**config.mk**
```make
export PLATFORM = sky130hd
export DESIGN_NAME = matrix_console
export DESIGN_NICKNAME = d
export VERILOG_FILES = /design/src/rtl/matrix_pkg.sv /design/src/rtl/matrix_console.sv /design/src/rtl/matrix_ctrl.sv /design/src/rtl/byte_sender.sv /design/src/rtl/value_formatter.sv /design/src/rtl/matrix_store.sv /design/src/rtl/number_parser.sv
export SDC_FILE = /design/constraint.sdc
export NUM_CORES = 2
export LEC_CHECK = 0
export ABC_AREA = 1
export BUFFER_PORTS_ARGS = -buffer_cell sky130_fd_sc_hd__buf_2
export CAP_MARGIN = 40
export CELL_PAD_IN_SITES_DETAIL_PLACEMENT = 1
export CELL_PAD_IN_SITES_GLOBAL_PLACEMENT = 1
export CORE_ASPECT_RATIO = 0.6
export CORE_MARGIN = 5
export CORE_UTILIZATION = 35
export CTS_BUF_LIST = sky130_fd_sc_hd__clkbuf_4 sky130_fd_sc_hd__clkbuf_8
export DETAILED_ROUTE_END_ITERATION = 10
export PLACE_DENSITY_LB_ADDON = 0.1
export SLEW_MARGIN = 0
export SYNTH_ARGS = -nofsm -noshare
export SYNTH_HDL_FRONTEND = slang
export SYNTH_HIERARCHICAL = 1
export SYNTH_SLANG_ARGS = --single-unit
```
**constraint.sdc**
```tcl
create_clock -name clk -period 4.4 [get_ports clk]
set_input_delay 0.22 -clock clk [delete_from_list [all_inputs] [get_ports clk]]
set_output_delay 0.22 -clock clk [all_outputs]
set_load 0.01 [all_outputs]
```
**src/rtl/matrix_pkg.sv**
```systemverilog
package matrix_pkg;

    // --------------------------------------------------
    // Sizes and limits
    // --------------------------------------------------
    localparam int MAX_DIM    = 5;
    localparam int NUM_SLOTS  = 4;
    localparam int MAX_ELEM   = 9999;
    localparam int MAX_DIGITS = 4;
    localparam int CREDIT_MAX = 4;      // Receiver buffer depth

    localparam logic [7:0] ASCII_LBRACK = 8'h5b;
    localparam logic [7:0] ASCII_RBRACK = 8'h5d;
    localparam logic [7:0] ASCII_SPACE  = 8'h20;
    localparam logic [7:0] ASCII_NL     = 8'h0a;
    localparam logic [7:0] ASCII_MINUS  = 8'h2d;
    localparam logic [7:0] ASCII_ZERO   = 8'h30;

    // --------------------------------------------------
    // Types
    // --------------------------------------------------
    typedef logic [1:0]         slot_t;
    typedef logic [2:0]         dim_t;
    typedef logic signed [15:0] elem_t;

    typedef enum logic {
        ENTER = 1'b0,
        PRINT = 1'b1
    } cmd_e;

    typedef struct packed {
        cmd_e  kind;
        slot_t slot;
    } cmd_t;

    typedef struct packed {
        elem_t value;
        logic  overflow;        // More than MAX_DIGITS digits seen
    } num_t;

    typedef struct packed {
        slot_t slot;
        dim_t  row;
        dim_t  col;
        elem_t data;
    } store_wr_t;

    typedef struct packed {
        slot_t slot;
        dim_t  m;
        dim_t  n;
    } store_dim_t;

    // BCD digit 0 is the least significant
    typedef struct packed {
        logic            neg;
        logic [2:0]      count;
        logic [3:0][3:0] bcd;
    } digits_t;

endpackage
```
**src/rtl/matrix_console.sv**
```systemverilog
`timescale 1ns/100ps

module matrix_console (
    input  logic             clk,
    input  logic             rst_n,
    input  logic [7:0]       rx_byte,
    input  logic             rx_valid,
    input  matrix_pkg::cmd_t cmd,
    input  logic             cmd_valid,
    output logic             done,
    output logic             reject,
    output logic [7:0]       tx_byte,
    output logic             tx_valid,
    input  logic             tx_credit
);
    import matrix_pkg::*;

    num_t       num;
    logic       num_valid;
    store_wr_t  wr;
    logic       wr_en;
    store_dim_t dim;
    logic       dim_en;
    slot_t      rd_slot;
    dim_t       rd_row;
    dim_t       rd_col;
    elem_t      rd_data;
    dim_t       rd_m;
    dim_t       rd_n;
    elem_t      fmt_value;
    logic       fmt_start;
    digits_t    fmt_digits;
    logic       fmt_done;
    logic [7:0] send_byte;
    logic       send_valid;
    logic       send_ready;

    number_parser u_parser (
        .clk, .rst_n, .rx_byte, .rx_valid, .num, .num_valid
    );

    matrix_ctrl u_ctrl (
        .clk, .rst_n, .cmd, .cmd_valid, .num, .num_valid,
        .wr, .wr_en, .dim, .dim_en,
        .rd_slot, .rd_row, .rd_col, .rd_data, .rd_m, .rd_n,
        .fmt_value, .fmt_start, .fmt_digits, .fmt_done,
        .send_byte, .send_valid, .send_ready, .done, .reject
    );

    matrix_store u_store (
        .clk, .rst_n, .wr, .wr_en, .dim, .dim_en,
        .rd_slot, .rd_row, .rd_col, .rd_data, .rd_m, .rd_n
    );

    value_formatter u_fmt (
        .clk    (clk),
        .rst_n  (rst_n),
        .value  (fmt_value),
        .start  (fmt_start),
        .digits (fmt_digits),
        .done   (fmt_done)
    );

    byte_sender u_sender (
        .clk, .rst_n, .send_byte, .send_valid, .send_ready,
        .tx_byte, .tx_valid, .tx_credit
    );

endmodule

```
**src/rtl/matrix_ctrl.sv**
```systemverilog
`timescale 1ns/100ps

module matrix_ctrl (
    input  logic                   clk,
    input  logic                   rst_n,
    input  matrix_pkg::cmd_t       cmd,
    input  logic                   cmd_valid,
    input  matrix_pkg::num_t       num,
    input  logic                   num_valid,
    output matrix_pkg::store_wr_t  wr,
    output logic                   wr_en,
    output matrix_pkg::store_dim_t dim,
    output logic                   dim_en,
    output matrix_pkg::slot_t      rd_slot,
    output matrix_pkg::dim_t       rd_row,
    output matrix_pkg::dim_t       rd_col,
    input  matrix_pkg::elem_t      rd_data,
    input  matrix_pkg::dim_t       rd_m,
    input  matrix_pkg::dim_t       rd_n,
    output matrix_pkg::elem_t      fmt_value,
    output logic                   fmt_start,
    input  matrix_pkg::digits_t    fmt_digits,
    input  logic                   fmt_done,
    output logic [7:0]             send_byte,
    output logic                   send_valid,
    input  logic                   send_ready,
    output logic                   done,
    output logic                   reject
);
    import matrix_pkg::*;

    typedef enum logic [3:0] {
        S_IDLE, S_DIM_M, S_DIM_N, S_ELEM,
        S_P_DIM, S_P_OPEN, S_P_TAKE, S_P_SIGN, S_P_DIG, S_P_SEP, S_P_NL
    } state_e;

    // Prefetch side, one element ahead of the byte stream
    typedef enum logic [2:0] {
        F_IDLE, F_ADDR, F_DATA, F_FMT, F_HOLD
    } fetch_e;

    state_e          state;
    fetch_e          fetch;
    slot_t           slot_q;
    dim_t            m_q;
    dim_t            n_q;
    dim_t            row;           // Entry position or next element to fetch
    dim_t            col;
    logic [3:0][3:0] cur_bcd;
    logic [1:0]      dig_idx;
    logic            cur_last_col;
    logic            cur_last_row;
    logic            print_done;
    logic            dim_ok;
    logic            elem_ok;
    logic            last_col;
    logic            last_row;
    logic            take;
    logic            accept;
    logic            xfer;

    assign dim_ok   = !num.overflow && (num.value >= 1) && (num.value <= MAX_DIM);
    assign elem_ok  = !num.overflow && (num.value >= -MAX_ELEM) && (num.value <= MAX_ELEM);
    assign last_col = (col == n_q - 3'd1);
    assign last_row = (row == m_q - 3'd1);
    assign take     = (state == S_P_TAKE) && (fetch == F_HOLD);
    assign accept   = (state == S_ELEM) && num_valid && elem_ok;
    assign xfer     = send_valid && send_ready;

    assign rd_slot   = (state == S_IDLE) ? cmd.slot : slot_q;   // Dims ready in S_P_DIM
    assign rd_row    = row;
    assign rd_col    = col;
    assign fmt_value = rd_data;
    assign fmt_start = (fetch == F_DATA);
    assign done      = (accept && last_col && last_row) || print_done;

    always_comb begin
        case (state)
            S_DIM_M, S_DIM_N: reject = num_valid && !dim_ok;
            S_ELEM:           reject = num_valid && !elem_ok;
            S_P_DIM:          reject = (rd_m == '0) || (rd_n == '0);   // Slot never entered
            default:          reject = 1'b0;
        endcase
    end

    // --------------------------------------------------
    // Output byte selection
    // --------------------------------------------------
    always_comb begin
        send_valid = 1'b1;
        send_byte  = ASCII_NL;
        case (state)
            S_P_OPEN: send_byte = ASCII_LBRACK;
            S_P_SIGN: send_byte = ASCII_MINUS;
            S_P_DIG:  send_byte = ASCII_ZERO + {4'd0, cur_bcd[dig_idx]};
            S_P_SEP: begin
                if (!cur_last_col) send_byte = ASCII_SPACE;
                else if (cur_last_row) send_byte = ASCII_RBRACK;
            end
            S_P_NL:   send_byte = ASCII_NL;
            default:  send_valid = 1'b0;
        endcase
    end

    // --------------------------------------------------
    // Sequencing
    // --------------------------------------------------
    always_ff @(posedge clk or negedge rst_n) begin
        if (!rst_n) begin
            state        <= S_IDLE;
            fetch        <= F_IDLE;
            slot_q       <= '0;
            m_q          <= '0;
            n_q          <= '0;
            row          <= '0;
            col          <= '0;
            dig_idx      <= '0;
            cur_last_col <= 1'b0;
            cur_last_row <= 1'b0;
            wr_en        <= 1'b0;
            dim_en       <= 1'b0;
            print_done   <= 1'b0;
        end else begin
            wr_en      <= accept;
            dim_en     <= (state == S_DIM_N) && num_valid && dim_ok;
            print_done <= (state == S_P_NL) && xfer;

            // Row-major walk, shared by entry and prefetch
            if (accept || take) begin
                col <= last_col ? '0 : col + 3'd1;
                if (last_col) row <= last_row ? '0 : row + 3'd1;
            end

            case (fetch)
                F_ADDR:  fetch <= F_DATA;
                F_DATA:  fetch <= F_FMT;
                F_FMT:   if (fmt_done) fetch <= F_HOLD;
                F_HOLD:  if (take) fetch <= (last_col && last_row) ? F_IDLE : F_ADDR;
                default: fetch <= F_IDLE;
            endcase

            case (state)
                S_IDLE: if (cmd_valid) begin
                    slot_q <= cmd.slot;
                    row    <= '0;
                    col    <= '0;
                    state  <= (cmd.kind == PRINT) ? S_P_DIM : S_DIM_M;
                end
                S_DIM_M: if (num_valid && dim_ok) begin
                    m_q   <= dim_t'(num.value);
                    state <= S_DIM_N;
                end
                S_DIM_N: if (num_valid && dim_ok) begin
                    n_q   <= dim_t'(num.value);
                    state <= S_ELEM;
                end
                S_ELEM: if (accept && last_col && last_row) state <= S_IDLE;
                S_P_DIM: begin
                    m_q <= rd_m;
                    n_q <= rd_n;
                    if (reject) begin
                        state <= S_IDLE;
                    end else begin
                        state <= S_P_OPEN;
                        fetch <= F_ADDR;
                    end
                end
                S_P_OPEN: if (xfer) state <= S_P_TAKE;
                S_P_TAKE: if (take) begin
                    dig_idx      <= 2'(fmt_digits.count - 3'd1);
                    cur_last_col <= last_col;
                    cur_last_row <= last_row;
                    state        <= fmt_digits.neg ? S_P_SIGN : S_P_DIG;
                end
                S_P_SIGN: if (xfer) state <= S_P_DIG;
                S_P_DIG: if (xfer) begin
                    if (dig_idx == '0) state <= S_P_SEP;
                    else dig_idx <= dig_idx - 2'd1;     // Most significant first
                end
                S_P_SEP: if (xfer) begin
                    state <= (cur_last_col && cur_last_row) ? S_P_NL : S_P_TAKE;
                end
                S_P_NL: if (xfer) state <= S_IDLE;
                default: state <= S_IDLE;
            endcase
        end
    end

    always_ff @(posedge clk) begin
        wr  <= '{slot: slot_q, row: row, col: col, data: num.value};
        dim <= '{slot: slot_q, m: m_q, n: dim_t'(num.value)};
        if (take) begin
            cur_bcd <= fmt_digits.bcd;
        end
    end

    // Formatter answers only the element this unit handed it
    a_fmt_owned: assert property (@(posedge clk) disable iff (!rst_n)
        fmt_done |-> fetch == F_FMT);

endmodule

```
**src/rtl/byte_sender.sv**
```systemverilog
`timescale 1ns/100ps

module byte_sender (
    input  logic       clk,
    input  logic       rst_n,
    input  logic [7:0] send_byte,
    input  logic       send_valid,
    output logic       send_ready,
    output logic [7:0] tx_byte,
    output logic       tx_valid,
    input  logic       tx_credit
);
    import matrix_pkg::*;

    logic [2:0] credits;

    // A byte still in the output register owns one credit
    assign send_ready = (credits > {2'b00, tx_valid});

    always_ff @(posedge clk or negedge rst_n) begin
        if (!rst_n) begin
            credits  <= 3'(CREDIT_MAX);
            tx_valid <= 1'b0;
        end else begin
            tx_valid <= send_valid && send_ready;
            credits  <= credits - {2'b00, tx_valid} + {2'b00, tx_credit};
        end
    end

    always_ff @(posedge clk) begin
        if (send_valid && send_ready) begin
            tx_byte <= send_byte;
        end
    end

    // Receiver never returns more than it was given
    a_credit_bound: assert property (@(posedge clk) disable iff (!rst_n)
        credits <= 3'(CREDIT_MAX));

endmodule

```
**src/rtl/value_formatter.sv**
```systemverilog
`timescale 1ns/100ps

module value_formatter (
    input  logic                clk,
    input  logic                rst_n,
    input  matrix_pkg::elem_t   value,
    input  logic                start,
    output matrix_pkg::digits_t digits,
    output logic                done
);
    import matrix_pkg::*;

    logic            busy;
    logic [2:0]      step;      // Digits peeled so far
    logic            neg;
    logic [13:0]     mag;
    logic [3:0][3:0] bcd;
    logic [3:0][3:0] bcd_next;
    logic [2:0]      count;

    assign bcd_next = {4'(mag % 14'd10), bcd[3:1]};   // Shift in from the top

    // Highest nonzero position or 1 for zero
    always_comb begin
        count = 3'd1;
        for (int i = 1; i < MAX_DIGITS; i++) begin
            if (bcd_next[i] != 4'd0) count = 3'(i + 1);
        end
    end

    always_ff @(posedge clk or negedge rst_n) begin
        if (!rst_n) begin
            busy <= 1'b0;
            step <= '0;
            done <= 1'b0;
        end else begin
            done <= 1'b0;
            if (start) begin
                busy <= 1'b1;
                step <= '0;
            end else if (busy && step == 3'(MAX_DIGITS - 1)) begin
                busy <= 1'b0;
                done <= 1'b1;
            end else if (busy) begin
                step <= step + 3'd1;
            end
        end
    end

    always_ff @(posedge clk) begin
        if (start) begin
            neg <= (value < 0);
            mag <= (value < 0) ? 14'(-value) : 14'(value);
        end else if (busy) begin
            bcd <= bcd_next;
            mag <= mag / 14'd10;
        end
        if (busy && step == 3'(MAX_DIGITS - 1)) begin
            digits.neg   <= neg;
            digits.count <= count;
            digits.bcd   <= bcd_next;
        end
    end

    a_fixed_latency: assert property (@(posedge clk) disable iff (!rst_n)
        start |-> ##(MAX_DIGITS + 1) done);

endmodule

```
**src/rtl/matrix_store.sv**
```systemverilog
`timescale 1ns/100ps

module matrix_store (
    input  logic                   clk,
    input  logic                   rst_n,
    input  matrix_pkg::store_wr_t  wr,
    input  logic                   wr_en,
    input  matrix_pkg::store_dim_t dim,
    input  logic                   dim_en,
    input  matrix_pkg::slot_t      rd_slot,
    input  matrix_pkg::dim_t       rd_row,
    input  matrix_pkg::dim_t       rd_col,
    output matrix_pkg::elem_t      rd_data,
    output matrix_pkg::dim_t       rd_m,
    output matrix_pkg::dim_t       rd_n
);
    import matrix_pkg::*;

    elem_t mem [NUM_SLOTS][MAX_DIM][MAX_DIM];
    dim_t  slot_m [NUM_SLOTS];
    dim_t  slot_n [NUM_SLOTS];

    always_ff @(posedge clk) begin
        if (wr_en) begin
            mem[wr.slot][wr.row][wr.col] <= wr.data;
        end
        rd_data <= mem[rd_slot][rd_row][rd_col];
    end

    // Empty slots read back as 0x0
    always_ff @(posedge clk or negedge rst_n) begin
        if (!rst_n) begin
            for (int s = 0; s < NUM_SLOTS; s++) begin
                slot_m[s] <= '0;
                slot_n[s] <= '0;
            end
            rd_m <= '0;
            rd_n <= '0;
        end else begin
            if (dim_en) begin
                slot_m[dim.slot] <= dim.m;
                slot_n[dim.slot] <= dim.n;
            end
            rd_m <= slot_m[rd_slot];
            rd_n <= slot_n[rd_slot];
        end
    end

    // Elements land inside the array and inside the dims already recorded
    a_wr_in_range: assert property (@(posedge clk) disable iff (!rst_n)
        wr_en |-> (wr.row < MAX_DIM) && (wr.col < MAX_DIM)
                  && (wr.row < slot_m[wr.slot]) && (wr.col < slot_n[wr.slot]));

endmodule

```
**src/rtl/number_parser.sv**
```systemverilog
`timescale 1ns/100ps

module number_parser (
    input  logic             clk,
    input  logic             rst_n,
    input  logic [7:0]       rx_byte,
    input  logic             rx_valid,
    output matrix_pkg::num_t num,
    output logic             num_valid
);
    import matrix_pkg::*;

    logic        neg;
    logic [13:0] mag;           // Running magnitude, at most 9999
    logic [2:0]  ndig;
    logic        ovf;
    logic        is_digit;
    logic [3:0]  digit;
    logic        term;

    assign is_digit = (rx_byte >= ASCII_ZERO) && (rx_byte <= ASCII_ZERO + 8'd9);
    assign digit    = 4'(rx_byte - ASCII_ZERO);

    // Anything other than a digit or a leading minus closes the number
    assign term = rx_valid && !is_digit && !(rx_byte == ASCII_MINUS && ndig == '0);

    always_ff @(posedge clk or negedge rst_n) begin
        if (!rst_n) begin
            neg       <= 1'b0;
            mag       <= '0;
            ndig      <= '0;
            ovf       <= 1'b0;
            num_valid <= 1'b0;
        end else begin
            num_valid <= term && (ndig != '0);
            if (term) begin
                neg  <= 1'b0;
                mag  <= '0;
                ndig <= '0;
                ovf  <= 1'b0;
            end else if (rx_valid && !is_digit) begin
                neg <= 1'b1;                    // Minus before the first digit
            end else if (rx_valid) begin
                if (ndig < 3'(MAX_DIGITS)) begin
                    mag  <= 14'(mag * 14'd10) + 14'(digit);
                    ndig <= ndig + 3'd1;
                end else begin
                    ovf <= 1'b1;
                end
            end
        end
    end

    always_ff @(posedge clk) begin
        if (term) begin
            num.value    <= neg ? -elem_t'(mag) : elem_t'(mag);
            num.overflow <= ovf;
        end
    end

    // A terminator always clears the digit count, so two numbers never abut
    a_num_gap: assert property (@(posedge clk) disable iff (!rst_n)
        num_valid |=> !num_valid);

endmodule

```
Word level (Yosys, flattened, before mapping) --
Memories as Yosys holds them, arrays and structs flattened. Cells that the tools add are included.
Word-level totals: register bits after elaboration 220, bits of input ports 16, output and inout bits 11, logic and storage cells 296, RAM bits 1600, memories 1
Memories:
- u_store.mem | words 4, bits a word 400, read ports 1, clocked after memory_dff 0, write ports 1, line matrix_store.sv:19 | elem_t mem [NUM_SLOTS][MAX_DIM][MAX_DIM];
Operators by class: reductions and logical operators 64, multiply operators 1, equal/unequal tests 33, magnitude comparators 19, add/sub/neg operators 15, div/mod/pow operators 2, mux-type cells 95, bitwise logic cells 7
Operators with widths (number):
- two-way mux 400 bit | 1
- binary-select mux 80 bit (select 3 bit) | 1
- demux 80 bit (select 3 bit) | 1
- two-way mux 80 bit | 3
- two-way mux 14 bit | 8
- two-way mux 3 bit | 28
- two-way mux 4 bit | 14
- binary-select mux 16 bit (select 3 bit) | 1
- demux 16 bit (select 3 bit) | 1
- two-way mux 16 bit | 3
- one-hot mux 4 bit (11 select lines) | 1
- one-hot mux 8 bit (4 select lines) | 1
- logical AND 1 bit | 27
- bitwise mux 12 bit | 2
- != test 2 x 1 -> 1 bit (second input constant) | 10
- == test 4 x 3 -> 1 bit (second input constant) | 4
- >= comparator 16 x 15 -> 1 bit (second input constant) | 1
- >= comparator 16 x 2 -> 1 bit (second input constant) | 1
- >= comparator 4 bit (second input constant) | 4
- <= comparator 16 x 15 -> 1 bit (second input constant) | 1
- <= comparator 16 x 4 -> 1 bit (second input constant) | 1
- less-than comparator 16 x 1 -> 1 bit (second input constant) | 1
- negator 14 -> 16 bit | 1
- NOT 3 -> 4 bit | 4
- other kinds (56) | 116

Depth between registers and ports, before layout --
An unclocked memory read counts as a cell.
word-level depth 9, depth in mapped cells 49, mapped depth without buffers 49

By module --
The synthesis kept the hierarchy.
By module, submodules not included:
- matrix_store | area each 67712.4 µm², seq. area each 49117.1 µm², instances 1, cells each 5978
- matrix_ctrl | area each 3510.9 µm², seq. area each 1721.7 µm², instances 1, cells each 412
- value_formatter | area each 3230.6 µm², seq. area each 1536.5 µm², instances 1, cells each 353
- number_parser | area each 2585.0 µm², seq. area each 1011.0 µm², instances 1, cells each 311
- byte_sender | area each 464.2 µm², seq. area each 341.6 µm², instances 1, cells each 29

Worst setup path before layout --
OpenSTA, ideal clock, no wires.
path type register to register, from register u_fmt.mag[13], to register, netlist name u_fmt/digits[18], buffers on the path 0, path slack 0.180 ns, stages on the path, launching flop included 46, setup time 0.259 ns, period minus slack after synthesis 4.220 ns, data arrival time 3.961 ns, required time 4.141 ns, cells stage by stage edfxtp_1 > nand2_1 > clkinv_2 > nor2_2 > inv_2 > nand2_1 > nand2_1 > nand2_1 > nand2_2 > nand2_2 > nand2_4 > nand2_4 > nand2_4 > nand2_1 > xor2_1 > nand2_2 > nand2_2 > nand3_2 > [... 10 more ...] > nand2_4 > nand2_2 > nand2_2 > nand3_2 > nand2_1 > nand2_1 > inv_2 > nand2_2 > nand2_2 > nand2_1 > nand2_1 > inv_1 > ha_1 > xor2_1 > nand2_1 > nand2_2 > nor2_2 > nand2_2
RTL lines:
- from (decl) | line value_formatter.sv:16 | logic [13:0] mag;
- from (signal assigned) | line value_formatter.sv:53 | mag <= (value < 0) ? 14'(-value) : 14'(value);
- from (signal assigned) | line value_formatter.sv:56 | mag <= mag / 14'd10;

==> run summary <==
The floorplan step defined a core boundary enclosing 0.209 mm². Counting every instance in the synthesized netlist gives 6746. Post-route antenna net violation count: 0. The checks that failed: setup timing. Counting the fill cells in the layout gives 22817. Setup repair after global routing could not meet its margin everywhere. The number of nets in the layout is 7092, and the worst-case clock buffer depth is 4. The tools report the max-slew violation total from the final report as 0.

Cells fill 40.2% of the core in the end. The count of buffers added on input and output ports is 26. The run gives 50932 as the via count of the first global-routing pass. Part of the total power dissipated in sequential elements: 27.9%. The logs give 1715 for the clock sink count and 152 mm for the HPWL after detailed placement. Global routing finished with a remaining overflow of 0. The path with the worst hold slack has its endpoint at u_sender/credits[0]. Power density over the cells: 829 mW/mm². Power comes to 69.7 mW.

The worst hold path begins at tx_credit. The run gives 0 as the hold violation total from the final report. For the net switching power, the log shows 30.3 mW.

The top cell types in the final layout, fill and taps aside, are sky130_fd_sc_hd__edfxtp_1, sky130_fd_sc_hd__nand2_1, sky130_fd_sc_hd__nor2_1, sky130_fd_sc_hd__inv_1, sky130_fd_sc_hd__nand3_1. The logs give 9 for the setup-violating endpoint count in the final report and 6 for the number of warnings reported in the yosys synthesis log. The final route contains 50532 vias. In this design, the largest share of critical-path delay is due to simple AND/OR/NAND/NOR gates. The tools report the capture instance of the worst register-to-register path as u_fmt/digits[16].

In the routed layout, each cell is associated on average with a via count of 5.05. The first global-routing pass estimated 356 mm of wire. Of all nets on the critical path, the largest fanout is 6. Max-capacitance violation count: 0. The most common cell after layout, fill and taps aside is sky130_fd_sc_hd__edfxtp_1. The clock reaches the later pin of the worst-skew pair after 910 ps. In the routed design, unresolved DRC markers number 0. For the area taken by flip-flops and latches, the log shows 0.0507 mm². At the pin with the least slew margin, the transition time is 902 ps. The number of CTS-inserted buffers came out at 284.

The flow ran to the end, but the final reports show violations. In this run the count of I/O pins placed on the die edge is 27. Of the total power, the share spent switching nets is 43.4%.

The run gives 11 as the initial antenna violation count. The count of buffering cells on the critical path with inverters included was 6. The signed area change from the synthesized netlist to the final layout is 14.4%. The number of cells on the worst hold path works out to 3. Clock skew on the completed layout was measured at 65.6 ps. On the worst path, the slowest cell contributes a delay of 490 ps. The worst setup path is of the reg -> reg kind. The kind of launch point of the worst setup path was a flip-flop. Entering global routing, the biggest net connects 97 pins.

The multi-input combinational cells in the finished layout cover a total of 0.0190 mm². The clock tree synthesis step divided the H-tree into 5 levels. Measured in cells, the most critical reg-to-reg path has a length of 38.

The logs give 20.0% for the relative contribution of the clock network to total power and 130 for the number of cell rows. The global-route total usage across every layer was 21.8%. The run gives -3360 ps as the final setup TNS. After the first detailed-routing iteration, the DRC count stood at 4546.

The run gives 1.64 mV as the maximum resistive drop on vdd. Y dimension of the die: 365 µm. The worst setup path is captured at a flip-flop. The tightest min-delay check is of the in -> reg type.

The internal power of the cells totals 39.4 mW. Dividing the synthesized area by the synthesized cell count gives 10.9 µm². TritonCTS built the clock tree. The die is 601 µm wide. Leakage power figure: 32.4 nW.

The final critical delay including setup and external delays was 4830 ps. Data on the critical path is required at its endpoint by 5170 ps. Wires add up to 244 mm. In the final layout, the share of cells above drive strength 1 is 13.6%. The worst relative slew slack is 39.8%. In the final routed layout, each cell accounts on average for 24.4 µm.

The share of power burned in combinational logic is 52.1%, and the slack of the critical path is -426 ps. The pre-antenna-repair detailed-routing pass consisted of 7 iterations. In this run the register-to-register setup slack is -430 ps. The run gives 0.0734 mm² as the area of the mapped netlist.

The tree is rooted in a sky130_fd_sc_hd__clkbuf_8. In the finished design, the share of the clock period the worst path needs comes to 110%. The tools report the effective utilization at floorplan as 35.1%. Among all stages on the critical path, the largest delay is contributed by sky130_fd_sc_hd__edfxtp_1. The tools report the signal arrival time at the worst endpoint as 5600 ps. Synthesis produced a netlist with a net count of 6801. Die footprint: 0.219 mm². Counting stages on the worst path, the most repeated cell is sky130_fd_sc_hd__nand2_4. The startpoint identified for the worst register-to-register timing path is u_fmt/mag[13]. For this run, the top clock speed supported by timing is 207 MHz. The clock-pin slew on the worst setup and hold paths is 70 ps, and the placer congestion estimate is 0.820.
[sequential cells by signal, indices dropped and copies added (netlist names), 7 cells and up]
name and flops:
u_ctrl/cur_bcd 16, u_ctrl/dim 7, u_ctrl/wr 19, u_fmt/bcd 12, u_fmt/digits 19, u_fmt/mag 14, u_parser/mag 14, u_parser/num 17
u_sender/tx_byte 8, u_store/mem 1500, u_store/rd_data 15, u_store/slot_m 12, u_store/slot_n 12
[final cells by class]
cell class	instances	area share, %
multi-input cells	4106	22.6
well taps	2772	4.13
clock inverters	87	0.625
repair buffers	375	4.00
inverters	555	2.52
clock buffers	398	5.76
diodes	2	0.00596
flip-flops and latches	1715	60.3
[stage by stage]
stage / setup WS [ps] / hold slack, ps / cell area, µm² / std cells
floorplan: 224 / -75.6 / 73400 / 6746
global placement: -234 / 354 / 77600 / 9462
detailed placement: -519 / 235 / 77800 / 9471
CTS: -364 / 69.0 / 83800 / 9999
global route: -733 / 103 / 84000 / 10009
finish: -426 / 176 / 84000 / 10010
[worst max path at each step]
stage	from	endpoint	slack (ps)	cells after the start
3_3_place_gp	u_fmt/mag[13]	u_fmt/digits[16]	-230	43
4_1_cts	u_fmt/mag[13]	u_fmt/digits[17]	-360	39
5_1_grt	u_fmt/mag[11]	u_fmt/digits[16]	-730	40
3_5_place_dp	u_fmt/mag[13]	u_fmt/digits[17]	-520	45
2_1_floorplan	u_fmt/mag[13]	u_fmt/digits[16]	220	46
6_report	u_fmt/mag[13]	u_fmt/digits[16]	-430	38
[power by group through the flow]
stage                     Combinational [mW]  Sequential [mW]  Clock, mW
after floorplan                         20.0             19.5          0
after global routing                    39.7             19.5       15.2
after CTS                               34.7             19.4       14.4
after detailed placement                30.9             19.7          0
after global placement                  30.2             19.8          0
final                                   36.3             19.4       14.0
[worst min-delay path, cell delays in order]
cell and delay [ps]:
sky130_fd_sc_hd__dlygate4sd3_1 570, sky130_fd_sc_hd__buf_2 120, sky130_fd_sc_hd__ha_1 120
[per-layer routing]
metal	wire, µm	vias to the layer above	GRT usage [%]
met1	127000	25621	34.6
met5	0	-	0
met4	4400	0	4.44
li1	-	23424	-
met2	97200	1206	30.3
met3	15800	281	4.45
[what timing repair did]
item	in CTS	in global routing
gates cloned	0	0
setup endpoints to repair	9	11
pin swaps	26	35
endpoints found under the hold margin	121	0
buffers inserted	17	9
resized for setup	60	30
hold buffers	26	0
No activity file was read; power rests on OpenSTA's default activity.
